[config.mk]
export PLATFORM = sky130hd
export DESIGN_NAME = clint
export DESIGN_NICKNAME = d
export VERILOG_FILES = /design/src/rtl/clint_pkg.sv /design/src/rtl/clint_req_decode.sv /design/src/rtl/clint_mtime.sv /design/src/rtl/clint_hart_irq.sv /design/src/rtl/clint_resp_mux.sv /design/src/rtl/clint.sv
export VERILOG_INCLUDE_DIRS = /design/src /design/src/rtl
export SDC_FILE = /design/constraint.sdc
export NUM_CORES = 1
export LEC_CHECK = 0
export BUFFER_PORTS_ARGS = -buffer_cell sky130_fd_sc_hd__buf_2
export CAP_MARGIN = 20
export CORE_MARGIN = 8
export CORE_UTILIZATION = 58
export CTS_BUF_LIST = sky130_fd_sc_hd__clkbuf_8
export DETAILED_ROUTE_END_ITERATION = 10
export PLACE_DENSITY = 0.77
export SYNTH_ARGS = -nofsm -noshare
export SYNTH_HDL_FRONTEND = slang
export SYNTH_HIERARCHICAL = 1
export SYNTH_SLANG_ARGS = --single-unit
[constraint.sdc]
create_clock -name i_clk -period 8.7 [get_ports i_clk]
set_clock_uncertainty 0.1 [all_clocks]
set_input_delay 0.87 -clock i_clk [delete_from_list [all_inputs] [get_ports i_clk]]
set_output_delay 0.87 -clock i_clk [all_outputs]
set_load 0.02 [all_outputs]
[src/rtl/clint_config.svh]
// CLINT build configuration
//   hart count, data, tag and offset widths
//   register offsets of msip, mtimecmp and mtime
//   read-kind codes shared by decoder and response stage

`ifndef CLINT_CONFIG_SVH
`define CLINT_CONFIG_SVH

`define CLINT_NUM_HARTS     4
`define CLINT_HART_W        2        // bits of a hart index
`define CLINT_XLEN          64
`define CLINT_BE_W          (`CLINT_XLEN / 8)
`define CLINT_TAG_W         4
`define CLINT_OFF_W         16

`define CLINT_MSIP_BASE     16'h0000 // 4 bytes per hart
`define CLINT_MTIMECMP_BASE 16'h4000 // 8 bytes per hart
`define CLINT_MTIME_OFF     16'hbff8

`define CLINT_KIND_NONE     2'd0
`define CLINT_KIND_MSIP     2'd1
`define CLINT_KIND_MTIMECMP 2'd2
`define CLINT_KIND_MTIME    2'd3

`endif

[src/rtl/clint_pkg.sv]
// CLINT shared types
//   register word, byte enables, request tag
//   register offset, hart index, read kind

`default_nettype none

`include "clint_config.svh"

package clint_pkg;

  // --------------------------------------------------------------------------
  // data path
  // --------------------------------------------------------------------------

  // one register or data word
  typedef logic [`CLINT_XLEN-1:0]  xlen_t;

  typedef logic [`CLINT_BE_W-1:0]  byte_en_t;    // one enable per byte of xlen_t

  // --------------------------------------------------------------------------
  // request fields
  // --------------------------------------------------------------------------

  typedef logic [`CLINT_TAG_W-1:0] tag_t;        // echoed on the response

  typedef logic [`CLINT_OFF_W-1:0] reg_off_t;    // register-relative offset

  // decoder results
  typedef logic [`CLINT_HART_W-1:0] hart_id_t;

  typedef logic [1:0]               reg_kind_t;  // coded by CLINT_KIND_*

endpackage

`default_nettype wire

[src/rtl/clint_req_decode.sv]
// CLINT request decoder
//   request acceptance
//   offset match against msip, mtimecmp and mtime
//   per-register write strobes, read kind and hart index

`default_nettype none

`include "clint_config.svh"

module clint_req_decode
  import clint_pkg::*;
(
  input  logic                        i_req_valid,
  input  logic                        i_req_ready,
  input  logic                        i_req_write,
  input  reg_off_t                    i_req_off,
  input  xlen_t                       i_req_data,
  input  byte_en_t                    i_req_byte_en,

  output logic                        o_accept,
  output logic                        o_mtime_we,
  output logic [`CLINT_NUM_HARTS-1:0] o_msip_we,
  output logic [`CLINT_NUM_HARTS-1:0] o_mtimecmp_we,
  output xlen_t                       o_wdata,
  output byte_en_t                    o_wbe,
  output reg_kind_t                   o_rd_kind,
  output hart_id_t                    o_rd_hart
);

  reg_off_t  w_msip_rel;
  reg_off_t  w_mtimecmp_rel;
  logic      w_msip_hit;
  logic      w_mtimecmp_hit;
  logic      w_mtime_hit;
  reg_kind_t w_kind;
  hart_id_t  w_hart;
  logic      w_wr_acc;

  assign o_accept = i_req_valid & i_req_ready;
  assign w_wr_acc = o_accept & i_req_write;

  // --------------------------------------------------------------------------
  // offset match
  // --------------------------------------------------------------------------

  assign w_msip_rel     = i_req_off - `CLINT_MSIP_BASE;
  assign w_mtimecmp_rel = i_req_off - `CLINT_MTIMECMP_BASE;

  // below base wraps to a large value and fails the range check
  assign w_msip_hit     = (w_msip_rel < reg_off_t'(4 * `CLINT_NUM_HARTS)) &&
                          (w_msip_rel[1:0] == 2'b00);
  assign w_mtimecmp_hit = (w_mtimecmp_rel < reg_off_t'(8 * `CLINT_NUM_HARTS)) &&
                          (w_mtimecmp_rel[2:0] == 3'b000);
  assign w_mtime_hit    = (i_req_off == `CLINT_MTIME_OFF);

  always_comb begin
    w_kind = `CLINT_KIND_NONE;
    w_hart = '0;
    if (w_msip_hit) begin
      w_kind = `CLINT_KIND_MSIP;
      w_hart = w_msip_rel[2 +: `CLINT_HART_W];      // 4-byte stride
    end else if (w_mtimecmp_hit) begin
      w_kind = `CLINT_KIND_MTIMECMP;
      w_hart = w_mtimecmp_rel[3 +: `CLINT_HART_W];  // 8-byte stride
    end else if (w_mtime_hit) begin
      w_kind = `CLINT_KIND_MTIME;
    end
  end

  assign o_rd_kind = w_kind;
  assign o_rd_hart = w_hart;

  // --------------------------------------------------------------------------
  // write strobes, at most one per accepted write
  // --------------------------------------------------------------------------

  always_comb begin
    o_msip_we     = '0;
    o_mtimecmp_we = '0;
    if (w_wr_acc && (w_kind == `CLINT_KIND_MSIP)) begin
      o_msip_we[w_hart] = 1'b1;
    end
    if (w_wr_acc && (w_kind == `CLINT_KIND_MTIMECMP)) begin
      o_mtimecmp_we[w_hart] = 1'b1;
    end
  end

  assign o_mtime_we = w_wr_acc && (w_kind == `CLINT_KIND_MTIME);

  assign o_wdata = i_req_data;     // register-relative, no lane steering
  assign o_wbe   = i_req_byte_en;

endmodule

`default_nettype wire

[src/rtl/clint_mtime.sv]
// CLINT shared time base
//   free-running 64-bit mtime counter, one count per clock
//   byte-enabled writes laid over the incremented value

`default_nettype none

`include "clint_config.svh"

module clint_mtime
  import clint_pkg::*;
(
  input  logic     i_clk,
  input  logic     i_reset_n,

  input  logic     i_we,
  input  xlen_t    i_wdata,
  input  byte_en_t i_wbe,

  output xlen_t    o_mtime
);

  xlen_t r_mtime;
  xlen_t w_inc;
  xlen_t w_next;

  assign w_inc = r_mtime + 1'b1;   // wraps at 2^64

  // enabled bytes come from the write, the rest keep counting
  always_comb begin
    w_next = w_inc;
    if (i_we) begin
      for (int b_idx = 0; b_idx < `CLINT_BE_W; b_idx++) begin
        if (i_wbe[b_idx]) begin
          w_next[b_idx*8 +: 8] = i_wdata[b_idx*8 +: 8];
        end
      end
    end
  end

  always_ff @(posedge i_clk, negedge i_reset_n) begin
    if (!i_reset_n) begin
      r_mtime <= '0;
    end else begin
      r_mtime <= w_next;
    end
  end

  assign o_mtime = r_mtime;

endmodule

`default_nettype wire

[src/rtl/clint_hart_irq.sv]
// CLINT per-hart interrupt block
//   msip bit, drives the software interrupt
//   mtimecmp register with byte-enabled writes
//   timer interrupt from mtime >= mtimecmp

`default_nettype none

`include "clint_config.svh"

module clint_hart_irq
  import clint_pkg::*;
(
  input  logic     i_clk,
  input  logic     i_reset_n,

  input  logic     i_msip_we,
  input  logic     i_mtimecmp_we,
  input  xlen_t    i_wdata,
  input  byte_en_t i_wbe,
  input  xlen_t    i_mtime,

  output logic     o_msip,
  output xlen_t    o_mtimecmp,
  output logic     o_mtip
);

  logic  r_msip;
  xlen_t r_mtimecmp;
  xlen_t w_mtimecmp_next;

  // --------------------------------------------------------------------------
  // software interrupt
  // --------------------------------------------------------------------------

  always_ff @(posedge i_clk, negedge i_reset_n) begin
    if (!i_reset_n) begin
      r_msip <= 1'b0;
    end else if (i_msip_we && i_wbe[0]) begin
      r_msip <= i_wdata[0];          // only bit 0 is implemented
    end
  end

  // --------------------------------------------------------------------------
  // timer compare
  // --------------------------------------------------------------------------

  always_comb begin
    w_mtimecmp_next = r_mtimecmp;
    for (int b_idx = 0; b_idx < `CLINT_BE_W; b_idx++) begin
      if (i_wbe[b_idx]) begin
        w_mtimecmp_next[b_idx*8 +: 8] = i_wdata[b_idx*8 +: 8];
      end
    end
  end

  // all ones keeps mtip low out of reset
  always_ff @(posedge i_clk, negedge i_reset_n) begin
    if (!i_reset_n) begin
      r_mtimecmp <= '1;
    end else if (i_mtimecmp_we) begin
      r_mtimecmp <= w_mtimecmp_next;
    end
  end

  assign o_msip     = r_msip;
  assign o_mtimecmp = r_mtimecmp;
  assign o_mtip     = (i_mtime >= r_mtimecmp);   // unsigned

endmodule

`default_nettype wire

[src/rtl/clint_resp_mux.sv]
// CLINT response stage
//   read data select by kind and hart
//   one-entry response register, held under back-pressure
//   request ready from occupancy and response ready

`default_nettype none

`include "clint_config.svh"

module clint_resp_mux
  import clint_pkg::*;
(
  input  logic                        i_clk,
  input  logic                        i_reset_n,

  input  logic                        i_accept,
  input  logic                        i_write,
  input  tag_t                        i_tag,
  input  reg_kind_t                   i_rd_kind,
  input  hart_id_t                    i_rd_hart,

  input  xlen_t                       i_mtime,
  input  logic [`CLINT_NUM_HARTS-1:0] i_msip,
  input  xlen_t                       i_mtimecmp [`CLINT_NUM_HARTS],

  input  logic                        i_resp_ready,
  output logic                        o_req_ready,
  output logic                        o_resp_valid,
  output tag_t                        o_resp_tag,
  output xlen_t                       o_resp_data
);

  logic  r_valid;
  tag_t  r_tag;
  xlen_t r_data;
  xlen_t w_rd_data;

  // --------------------------------------------------------------------------
  // read select, values before this edge's update
  // --------------------------------------------------------------------------

  always_comb begin
    w_rd_data = '0;                  // writes and unmapped offsets
    if (!i_write) begin
      case (i_rd_kind)
        `CLINT_KIND_MSIP:     w_rd_data = xlen_t'(i_msip[i_rd_hart]);
        `CLINT_KIND_MTIMECMP: w_rd_data = i_mtimecmp[i_rd_hart];
        `CLINT_KIND_MTIME:    w_rd_data = i_mtime;
        default:              w_rd_data = '0;
      endcase
    end
  end

  // --------------------------------------------------------------------------
  // response entry
  // --------------------------------------------------------------------------

  // free now, or draining this cycle
  assign o_req_ready = !r_valid || i_resp_ready;

  always_ff @(posedge i_clk, negedge i_reset_n) begin
    if (!i_reset_n) begin
      r_valid <= 1'b0;
    end else if (i_accept) begin
      r_valid <= 1'b1;               // refill on the same edge as a transfer
    end else if (i_resp_ready) begin
      r_valid <= 1'b0;
    end
  end

  always_ff @(posedge i_clk) begin
    if (i_accept) begin
      r_tag  <= i_tag;
      r_data <= w_rd_data;
    end
  end

  assign o_resp_valid = r_valid;
  assign o_resp_tag   = r_tag;
  assign o_resp_data  = r_data;

endmodule

`default_nettype wire

[src/rtl/clint.sv]
// CLINT top level
//   request decoder
//   shared mtime counter
//   one interrupt block per hart
//   response stage

`default_nettype none

`include "clint_config.svh"

module clint
  import clint_pkg::*;
(
  input  logic                        i_clk,
  input  logic                        i_reset_n,

  input  logic                        i_req_valid,
  input  logic                        i_req_write,
  input  reg_off_t                    i_req_off,
  input  tag_t                        i_req_tag,
  input  xlen_t                       i_req_data,
  input  byte_en_t                    i_req_byte_en,
  output logic                        o_req_ready,

  output logic                        o_resp_valid,
  output tag_t                        o_resp_tag,
  output xlen_t                       o_resp_data,
  input  logic                        i_resp_ready,

  output logic [`CLINT_NUM_HARTS-1:0] o_msip,
  output logic [`CLINT_NUM_HARTS-1:0] o_mtip
);

  logic                        w_accept;
  logic                        w_mtime_we;
  logic [`CLINT_NUM_HARTS-1:0] w_msip_we;
  logic [`CLINT_NUM_HARTS-1:0] w_mtimecmp_we;
  xlen_t                       w_wdata;
  byte_en_t                    w_wbe;
  reg_kind_t                   w_rd_kind;
  hart_id_t                    w_rd_hart;
  xlen_t                       w_mtime;
  xlen_t                       w_mtimecmp [`CLINT_NUM_HARTS];

  clint_req_decode u_decode (
    .i_req_valid   (i_req_valid),
    .i_req_ready   (o_req_ready),
    .i_req_write   (i_req_write),
    .i_req_off     (i_req_off),
    .i_req_data    (i_req_data),
    .i_req_byte_en (i_req_byte_en),
    .o_accept      (w_accept),
    .o_mtime_we    (w_mtime_we),
    .o_msip_we     (w_msip_we),
    .o_mtimecmp_we (w_mtimecmp_we),
    .o_wdata       (w_wdata),
    .o_wbe         (w_wbe),
    .o_rd_kind     (w_rd_kind),
    .o_rd_hart     (w_rd_hart)
  );

  clint_mtime u_mtime (
    .i_clk     (i_clk),
    .i_reset_n (i_reset_n),
    .i_we      (w_mtime_we),
    .i_wdata   (w_wdata),
    .i_wbe     (w_wbe),
    .o_mtime   (w_mtime)
  );

  // --------------------------------------------------------------------------
  // per-hart interrupt blocks
  // --------------------------------------------------------------------------

  generate
    for (genvar h_idx = 0; h_idx < `CLINT_NUM_HARTS; h_idx++) begin : g_hart
      clint_hart_irq u_hart (
        .i_clk         (i_clk),
        .i_reset_n     (i_reset_n),
        .i_msip_we     (w_msip_we[h_idx]),
        .i_mtimecmp_we (w_mtimecmp_we[h_idx]),
        .i_wdata       (w_wdata),
        .i_wbe         (w_wbe),
        .i_mtime       (w_mtime),
        .o_msip        (o_msip[h_idx]),
        .o_mtimecmp    (w_mtimecmp[h_idx]),
        .o_mtip        (o_mtip[h_idx])
      );
    end
  endgenerate

  clint_resp_mux u_resp (
    .i_clk        (i_clk),
    .i_reset_n    (i_reset_n),
    .i_accept     (w_accept),
    .i_write      (i_req_write),
    .i_tag        (i_req_tag),
    .i_rd_kind    (w_rd_kind),
    .i_rd_hart    (w_rd_hart),
    .i_mtime      (w_mtime),
    .i_msip       (o_msip),
    .i_mtimecmp   (w_mtimecmp),
    .i_resp_ready (i_resp_ready),
    .o_req_ready  (o_req_ready),
    .o_resp_valid (o_resp_valid),
    .o_resp_tag   (o_resp_tag),
    .o_resp_data  (o_resp_data)
  );

endmodule

`default_nettype wire

[Word-level counts from Yosys, hierarchy flattened]
Cells that the tools add are included.
Storage, ports and cells
  bits of input ports: 97
  register bits after elaboration: 393
  output and inout port bits: 78
  logic and storage cells: 131
Operators by class
  order comparisons: 9
  bitwise operators: 3
  equality and inequality tests: 4
  mux-type cells: 26
  $add $sub $neg: 2
  reductions and logical operators: 47
Operators with widths (count)
  >= comparator 64 bit: 4
  2-to-1 mux 64 bit: 3
  one-hot mux 64 bit (3 select lines): 1
  binary-select mux 64 bit (select 2 bit): 1
  adder 64 x 1 -> 64 bit (second input constant): 1
  2-to-1 mux 8 bit: 8
  AND reduction 2 bit: 32
  equality test 16 bit (second input constant): 1
  less-than comparator 16 x 5 -> 1 bit (second input constant): 1
  less-than comparator 16 x 6 -> 1 bit (second input constant): 1
  subtractor 16 x 15 -> 16 bit (second input constant): 1
  logical AND 1 bit: 10
  2-to-1 mux 2 bit: 5
  2-to-1 mux 4 bit: 2
  equality test 2 bit (second input constant): 2
  2-to-1 mux 1 bit: 4
  >= comparator 3 bit (second input constant): 1
  logical NOT 3 bit: 1
  less-than comparator 2 x 3 -> 1 bit (second input constant): 1
  inverter 2 -> 3 bit: 1
  AND 1 bit: 2
  binary-select mux 1 bit (select 2 bit): 1
  demux 1 bit (select 2 bit): 1
  equality test 2 x 1 -> 1 bit (second input constant): 1
  5 further kinds: 5

[Depth between registers and ports, before layout]
Gate-level depths: netlist of the first run.
  depth after elaboration: 11
  gate-level depth with buffers: 9
  mapped depth without buffers: 8

[By module]
The synthesis of the first run kept the hierarchy.
By module, submodules not included
  clint_hart_irq: area an instance 4068.9 µm², cells each 363, seq. area each 1706.6 µm², times used 4
  clint_resp_mux: area an instance 4642.0 µm², cells each 299, seq. area each 2067.0 µm², times used 1
  clint_mtime: area an instance 3738.6 µm², cells each 438, seq. area each 1601.5 µm², times used 1
  clint_req_decode: area an instance 814.5 µm², cells each 113, seq. area each 0.0 µm², times used 1

[Worst setup path before layout of the first run]
Ideal clock, no wire load.
  kind: input port to flip-flop
  from: input port i_resp_ready
  to: register u_mtime.r_mtime[14] (netlist: u_mtime/o_mtime[14])
  path slack: 4.103 ns
  data required time: 8.464 ns
  library setup time: 0.136 ns
  stages: 8
  path buffers: 2
  data arrival time: 4.361 ns
  cell sequence: nand2b_1 -> and2_1 -> nand2_1 -> nor3_1 -> and2_1 -> clkbuf_1 -> clkbuf_1 -> o21ai_0
On the way
  word-level cells in the longest chain between the ends: 5
RTL lines
  start, declared: RTL line clint.sv:28  | input logic i_resp_ready,
  logical OR 1 bit: RTL line clint_resp_mux.sv:59  | assign o_req_ready = !r_valid || i_resp_ready;
  AND 1 bit: RTL line clint_req_decode.sv:39  | assign o_accept = i_req_valid & i_req_ready;
  via w_accept: RTL line clint.sv:34  | logic w_accept;
  AND 1 bit: RTL line clint_req_decode.sv:40  | assign w_wr_acc = o_accept & i_req_write;
  logical AND 1 bit: RTL line clint_req_decode.sv:88  | assign o_mtime_we = w_wr_acc && (w_kind == `CLINT_KIND_MTIME);
  via w_mtime_we: RTL line clint.sv:35  | logic w_mtime_we;
  2-to-1 mux 64 bit: RTL line clint_mtime.sv:31  | if (i_we) begin
  via u_mtime.w_next[14]: RTL line clint_mtime.sv:24  | xlen_t w_next;
  end signal, assigned: RTL line clint_mtime.sv:44  | r_mtime <= w_next;
  end, declared: RTL line clint_mtime.sv:22  | xlen_t r_mtime;
The timed path passes the listed nets, and every way through them passes these cells.
A chain may end at the register's enable or synchronous reset.

[Worst setup path after layout of the first run]
  from: register u_mtime.r_mtime[59] (netlist: u_mtime/o_mtime[59])
  to: output port o_mtip[3]
On the way
  word-level cells in the longest chain between the ends: 1
RTL lines
  >= comparator 64 bit: RTL line clint_hart_irq.sv:67  | assign o_mtip = (i_mtime >= r_mtimecmp);
  end, declared: RTL line clint.sv:31  | output logic [`CLINT_NUM_HARTS-1:0] o_mtip
Every way passes these cells.

==> results.md, run 1 <==
* Crit path largest cell delay at 0.86 ns
* Yosys warns at 6
* Detailed Route WL at 69.9 mm
* Crit path launch type: register
* Routability-driven placement congestion ratio at 0.921
* Nets at 2796
* Met2 WL at 33.6 mm
* WP data arrival at 3.93 ns
* Die X at 226 µm
* Share of post-route cells with drive strength above 1 at 0.360
* Num CTS Buffers at 71
* Dpl cells at 2952
* Row count at 76
* Post-Synth Simple-Gate Area at 0.108
* Mapped Area at 25500 µm²
* Worst-Margin Slew at 1.14 ns
* Period utilisation layout at 0.564
* Unrepaired setup endpoints after global routing: no
* CP Capture Type: primary output
* Via count at 19300
* Wire length on met1 at 27.7 mm
* Setup TNS at 0 ns
* CTS clock-pin slew for the worst setup and hold paths at 0.06 ns
* Total GRT Usage at 0.276
* Post-cts gate resize count at 0
* Starting density of the core at 0.590
* Area Growth Syn to Fin at 9.43%
* Main combinational cell family by area after synthesis: multiplexers
* Synth Flop Type: dfstp_2
* CTS Sinks at 393
* Slew HR at 0.237
* Pleak at 11.6 nW
* Fraction of registers with async set/reset at 0.827
* Worst-path cell chain: ha_1 > nand4_1 > nor4_1 > nand3_1 > o31ai_1 > buf_2
* Syn Inst Count at 2302
* Crit Path Category: reg2out
* Crit-path slowest cell: nor4_1
* Die Ht at 226 µm
* Final hold violation count at 0
* H-tree depth at 3
* Cell Count, Final, Fillers Out at 3087
* Reg2reg setup slack at 5.20 ns
* Library cells used by synthesis at 63
* Clk root buf: clkbuf_8
* Iter 0 DRT Violations at 1669
* Routed len/inst at 22.6 µm
* Pins Over Slew Limit at 0
* Pwr dens at 136 nW/µm²
* Final setup viols at 0
* CTS tree: done
* Met3 WL at 5.91 mm
* Adder-cell share of the synthesized area at 0.126
* Die ar. at 50900 µm²
* Worst-Skew Late Latency at 0.65 ns
* DRC viols at 0
* Flops & latches, synth at 393
* Reg-to-Reg End: u_mtime/o_mtime[52]
* Post-synthesis mux area share at 0.198
* EDFF count, synth at 68
* Depth of the most critical reg-to-reg path at 6
* Seq/Total Area, Yosys at 0.412
* Syn avg cell area at 11.1 µm²
* Worst hold path type: in2async
* Fill cells at 3382
* CP bufs+invs at 1
* Fmax at 0.204 GHz
* Vias in the first global route at 20200
* Final Critical Period at 4.90 ns
* PortBufs at 174
* Io pins at 175
* Antenna viol nets, final at 0
* Peak VDD IR at 116 µV
* Global-route wire length before repair at 110 mm
* WHS at 0.229 ns
* Xor-xnor portion of the synthesized cell area at 0.00963
* Total grt overflow at 0
* Longest Clk Path Bufs at 3
* Complex-gate fraction of the synthesized area at 0.0751
* Drt first pass iters at 8
* Initial antenna violation count at 7
* Largest net degree at the start of global routing at 110
* Final core occ at 0.646
* CTS Hold Bufs at 0
* CORE AREA at 43200 µm²
* R2R Path Start: u_mtime/o_mtime[0]
* Crit-path max FO at 9
* Highest routing layer actually used: met5
* Status: complete, no violations
* Post-Syn Nets at 2656
* Family with the most delay on the worst path: simple AND/OR/NAND/NOR gates
* DR vias/cell at 6.24
* Post-detail-place hpwl at 50.2 mm
* CP required at 7.73 ns
* Max-cap violations at 0
* Post-CTS Setup Repair Bufs at 0
## registers in the layout, summed over array words and instances, names as in the netlist
signal                    count
u_mtime/o_mtime              64
g_hart.u_hart/o_mtimecmp    256
u_resp/o_resp_tag             4
g_hart.u_hart/o_msip          4
u_resp/o_resp_valid           1
u_resp/o_resp_data           64
## layout make-up
type                    instances  area, µm²  area share
inverters                     262        983      0.0353
multi-input cells            1523      13200       0.475
clock inverters                49        260     0.00934
diodes                          3       7.51    0.000269
well taps                     585        732      0.0263
flip-flops and latches        393      10500       0.377
repair buffers                191       1050      0.0376
clock buffers                  81       1110      0.0400
## power breakdown
| group | internal (mW) | total (mW) | switching [mW] |
|---|---|---|---|
| logic | 0.0495 | 0.180 | 0.130 |
| clock network | 0.909 | 1.70 | 0.789 |
| registers | 1.90 | 1.91 | 0.0131 |
## cell families after synthesis
| kind of cell | after synthesis |
|---|---|
| simple gates | 548 |
| flops | 393 |
| mux | 391 |
| buf+inv | 386 |
| compound gates | 299 |
| fa+ha+maj | 257 |
| xor+xnor | 28 |
## cell usage in the layout, fill, tap and decap left out, drive strengths merged, types with 5 or more instances in the layout
cell        n
mux4       64
or3        25
nor3        9
nand2     135
dfstp     256
and4        7
mux2i      65
dfrtp      69
nand2b     10
nor2      152
a31oi      34
buf       191
o21a        8
xor2       22
a211oi     16
a21oi     108
inv       298
a221o       8
clkinv      6
xnor2       6
and3       15
ha        257
or4        19
nor4       11
mux2      262
nand3      67
clkinvlp    5
o21ai      57
a21o       20
clkbuf     81
edfxtp     68
nand4      72
o31ai      25
and2        9
a2111oi     6
## Yosys cell counts, drive strengths merged, types with 57 or more instances
cell type	count	area, µm²
buf	94	699
nor2	152	571
nand2	135	507
mux2	262	2950
mux2i	65	651
inv	262	983
dfstp	256	6730
dfrtp	69	1730
o21ai	57	285
mux4	64	1450
nand3	67	340
a21oi	108	556
edfxtp	68	2040
ha	257	3220
nand4	72	465
## worst reg2reg max path, delay by kind of cell, from the launching register on
kind / cells / cell delay [ns]
AOI/OAI and AO/OA: 1 / 0.20
and+or+nand+nor: 4 / 2.31
adders and majority gates: 1 / 0.28
DFF: 1 / 0.55
## stage by stage
stage	instance area (µm²)	total power [mW]	setup WS [ns]
after floorplan	25500	2.03	4.10
after global placement	26400	2.12	3.82
after detailed placement	26400	2.12	3.72
after CTS	27800	3.83	3.85
after global routing	27900	3.93	3.67
final	27900	3.79	3.80
## routing by layer
layer  vias up  track usage
met2       829        0.455
met3       183       0.0634
met4         8        0.128
met1      9639        0.342
met5         -            0
li1       8610            -
## how the worst max path moves through the flow
stage | start | to | slack [ns] | depth (start not counted)
after global placement | i_req_off[7] | u_resp/o_resp_data[48] | 3.82 | 9
after detailed placement | i_req_off[7] | u_resp/o_resp_data[53] | 3.72 | 9
after CTS | g_hart[2].u_hart/o_mtimecmp[61] | o_mtip[2] | 3.85 | 7
final | u_mtime/o_mtime[59] | o_mtip[3] | 3.80 | 6
after global routing | g_hart[1].u_hart/o_mtimecmp[63] | o_mtip[1] | 3.67 | 7
after floorplan | i_resp_ready | u_mtime/o_mtime[14] | 4.10 | 8
Note: power is estimated with default switching activity, not from simulation.
==> run 2, diff against run 1 <==
- clock period: 8.7 -> 4.7 ns (I/O delays scaled with it)
==> run 2 against run 1 <==
Against the previous run: sequential power rose by 85%; global-route usage up 0.36 points; combinational power increased by 99%; sequential cell count unchanged; non-clock buffer count up 41; worst setup slack worse by 3.4 ns; worst hold slack got worse by 0.20 ns; final area up 2.3%; clock power grew 110%; register-to-register slack got worse by 4.1 ns; first-iteration DRC count fell by 1.6%; count of clock-buffer cells in the layout increased by 14.
==> results.md, run 2 (synthesized netlist as in run 1, its figures left out) <==
* Status: complete, no violations
* Area Growth Syn to Fin at 11.9%
* CP bufs+invs at 1 (unchanged)
* Worst-Skew Late Latency at 0.67 ns (+0.02 ns)
* Via count at 19500 (+1.1%)
* Total grt overflow at 0 (unchanged)
* Routability-driven placement congestion ratio at 0.919 (-0.22%)
* Reg2reg setup slack at 1.08 ns (-4.12 ns)
* Crit Path Category: reg2out
* CORE AREA at 43200 µm² (unchanged)
* Longest Clk Path Bufs at 3 (unchanged)
* Sw frac at 0.245 (-0.000798)
* Antenna viol nets, final at 0 (unchanged)
* Global-route wire length before repair at 112 mm (+1.2%)
* Slew HR at 0.333 (+0.0958)
* Clock power share at 0.481 (+0.033)
* PortBufs at 174 (unchanged)
* Commonest non-fill, non-tap cell in the layout: inv_1
* Max-cap violations at 0 (unchanged)
* Unrepaired setup endpoints after global routing: no
* Detailed Route WL at 71.2 mm (+1.9%)
* CTS clock-pin slew for the worst setup and hold paths at 0.06 ns (about the same)
* Final core occ at 0.660 (+0.0147)
* Final setup viols at 0 (unchanged)
* Pwr dens at 263 nW/µm² (+94%)
* Total GRT Usage at 0.280 (+0.00364)
* Depth of the most critical reg-to-reg path at 5 (-1)
* Most frequent cells in the layout: inv_1 (279), mux2_2 (262), ha_1 (257), dfstp_2 (256), buf_2 (173)
* Starting density of the core at 0.590 (unchanged)
* Die X at 226 µm (unchanged)
* Setup TNS at 0 ns (unchanged)
* CTS tree: done
* Worst-Margin Slew at 1.00 ns (-0.144 ns)
* Post-cts gate resize count at 0 (unchanged)
* Crit-path max FO at 11 (+2)
* Logic gate share of total power at 0.048 (about the same)
* Io pins at 175 (unchanged)
* WP data arrival at 3.69 ns (-0.24 ns)
* Post-CTS Setup Repair Bufs at 0 (unchanged)
* DRC viols at 0 (unchanged)
* Family with the most delay on the worst path: simple AND/OR/NAND/NOR gates
* Pleak at 11.8 nW (+2.2%)
* Reg-to-Reg End: u_mtime/o_mtime[47]
* R2R Path Start: u_mtime/o_mtime[5]
* Max FFs per register at 256 (unchanged)
* CTS Hold Bufs at 26 (+26)
* Vias in the first global route at 20300 (+0.099%)
* Pins Over Slew Limit at 0 (unchanged)
* Row count at 76 (unchanged)
* Die ar. at 50900 µm² (unchanged)
* Crit-path slowest cell: o31ai_1
* Hold Startpoint: i_req_data[40]
* H-tree depth at 3 (unchanged)
* Crit path largest cell delay at 0.67 ns (-0.19 ns)
* Internal power at 5.67 mW (+98%)
* Share of post-route cells with drive strength above 1 at 0.368 (+0.00828)
* Fmax at 0.235 GHz
* Worst hold path type: in2reg
* Final hold violation count at 0 (unchanged)
* Iter 0 DRT Violations at 1642 (-1.6%)
* Drt first pass iters at 5 (-3)
* CP Capture Type: primary output
* Largest net degree at the start of global routing at 120 (+9.1%)
* Initial antenna violation count at 6 (-1)
* Crit path launch type: register
* Final Critical Period at 4.26 ns
* Num CTS Buffers at 73 (+2.8%)
* Nets at 2839 (+1.5%)
* Final Power at 7.51 mW (+98%)
* Die Ht at 226 µm (unchanged)
* DR vias/cell at 6.21 (-0.46%)
* Peak VDD IR at 213 µV (+83%)
* Hold path endpoint: g_hart[3].u_hart/o_mtimecmp[40]
* Period utilisation layout at 0.906
* Switching pwr at 1.84 mW (+98%)
* Flop pwr share at 0.471 (-0.033)
* CP required at 4.13 ns (-3.60 ns)
* Post-detail-place hpwl at 51.4 mm (+2.5%)
* Worst-path cell chain: ha_1 > nand4_1 > nor2_1 > nor4b_1 > or3_1 > a211oi_2 > o31ai_1 > buf_2
* Routed len/inst at 22.7 µm (+0.31%)
* CTS Sinks at 393 (unchanged)
* Clk root buf: clkbuf_8
* Hold depth at 2
## run 2: final cells by class
type | instances | area (µm²)
Clock buffer | 95 | 1310
Inverter | 262 | 983
Fill cell | 3342 | 14700
Sequential cell | 393 | 10500
Antenna cell | 4 | 10.0
Timing Repair Buffer | 232 | 1440
Multi-Input combinational cell | 1523 | 13200
Clock inverter | 41 | 303
Tap cell | 585 | 732
## run 2: worst max path at each step
stage                              startpoint                     end  cells past startpoint
after CTS                 u_mtime/o_mtime[13]               o_mtip[3]                      8
after detailed placement         i_req_off[7]  u_resp/o_resp_data[63]                      9
after global routing      u_mtime/o_mtime[14]               o_mtip[3]                      8
final                     u_mtime/o_mtime[13]               o_mtip[3]                      8
after global placement           i_req_off[7]  u_resp/o_resp_data[54]                      9
after floorplan                  i_resp_ready     u_mtime/o_mtime[14]                      8
## run 2: per-layer routing
layer | up-vias | global-route usage | part of all wire
li1 | 8695 | - | -
met1 | 9806 | 0.358 | 0.41
met2 | 798 | 0.458 | 0.48
met3 | 176 | 0.0573 | 0.074
met4 | 4 | 0.119 | 0.037
met5 | - | 0 | 0.00035
## run 2: power groups by stage
stage	Sequential (mW)	Combinational [mW]	Clock, mW
CTS	3.54	0.362	3.66
floorplan	3.62	0.136	0
global route	3.54	0.388	3.82
global placement	3.59	0.335	0
detailed placement	3.59	0.343	0
finish	3.54	0.359	3.61
## run 2: through the flow
step / setup slack (ns) / cells / instance area [µm²] / hold slack (ns)
2_1_floorplan: 0.503 / 2302 / 25500 / 0.0744
3_3_place_gp: 0.840 / 2969 / 26600 / 0.411
3_5_place_dp: 0.711 / 2969 / 26600 / 0.422
4_1_cts: 0.502 / 3131 / 28500 / 0.000502
5_1_grt: 0.300 / 3134 / 28500 / 0.0247
6_report: 0.443 / 3135 / 28500 / 0.0331
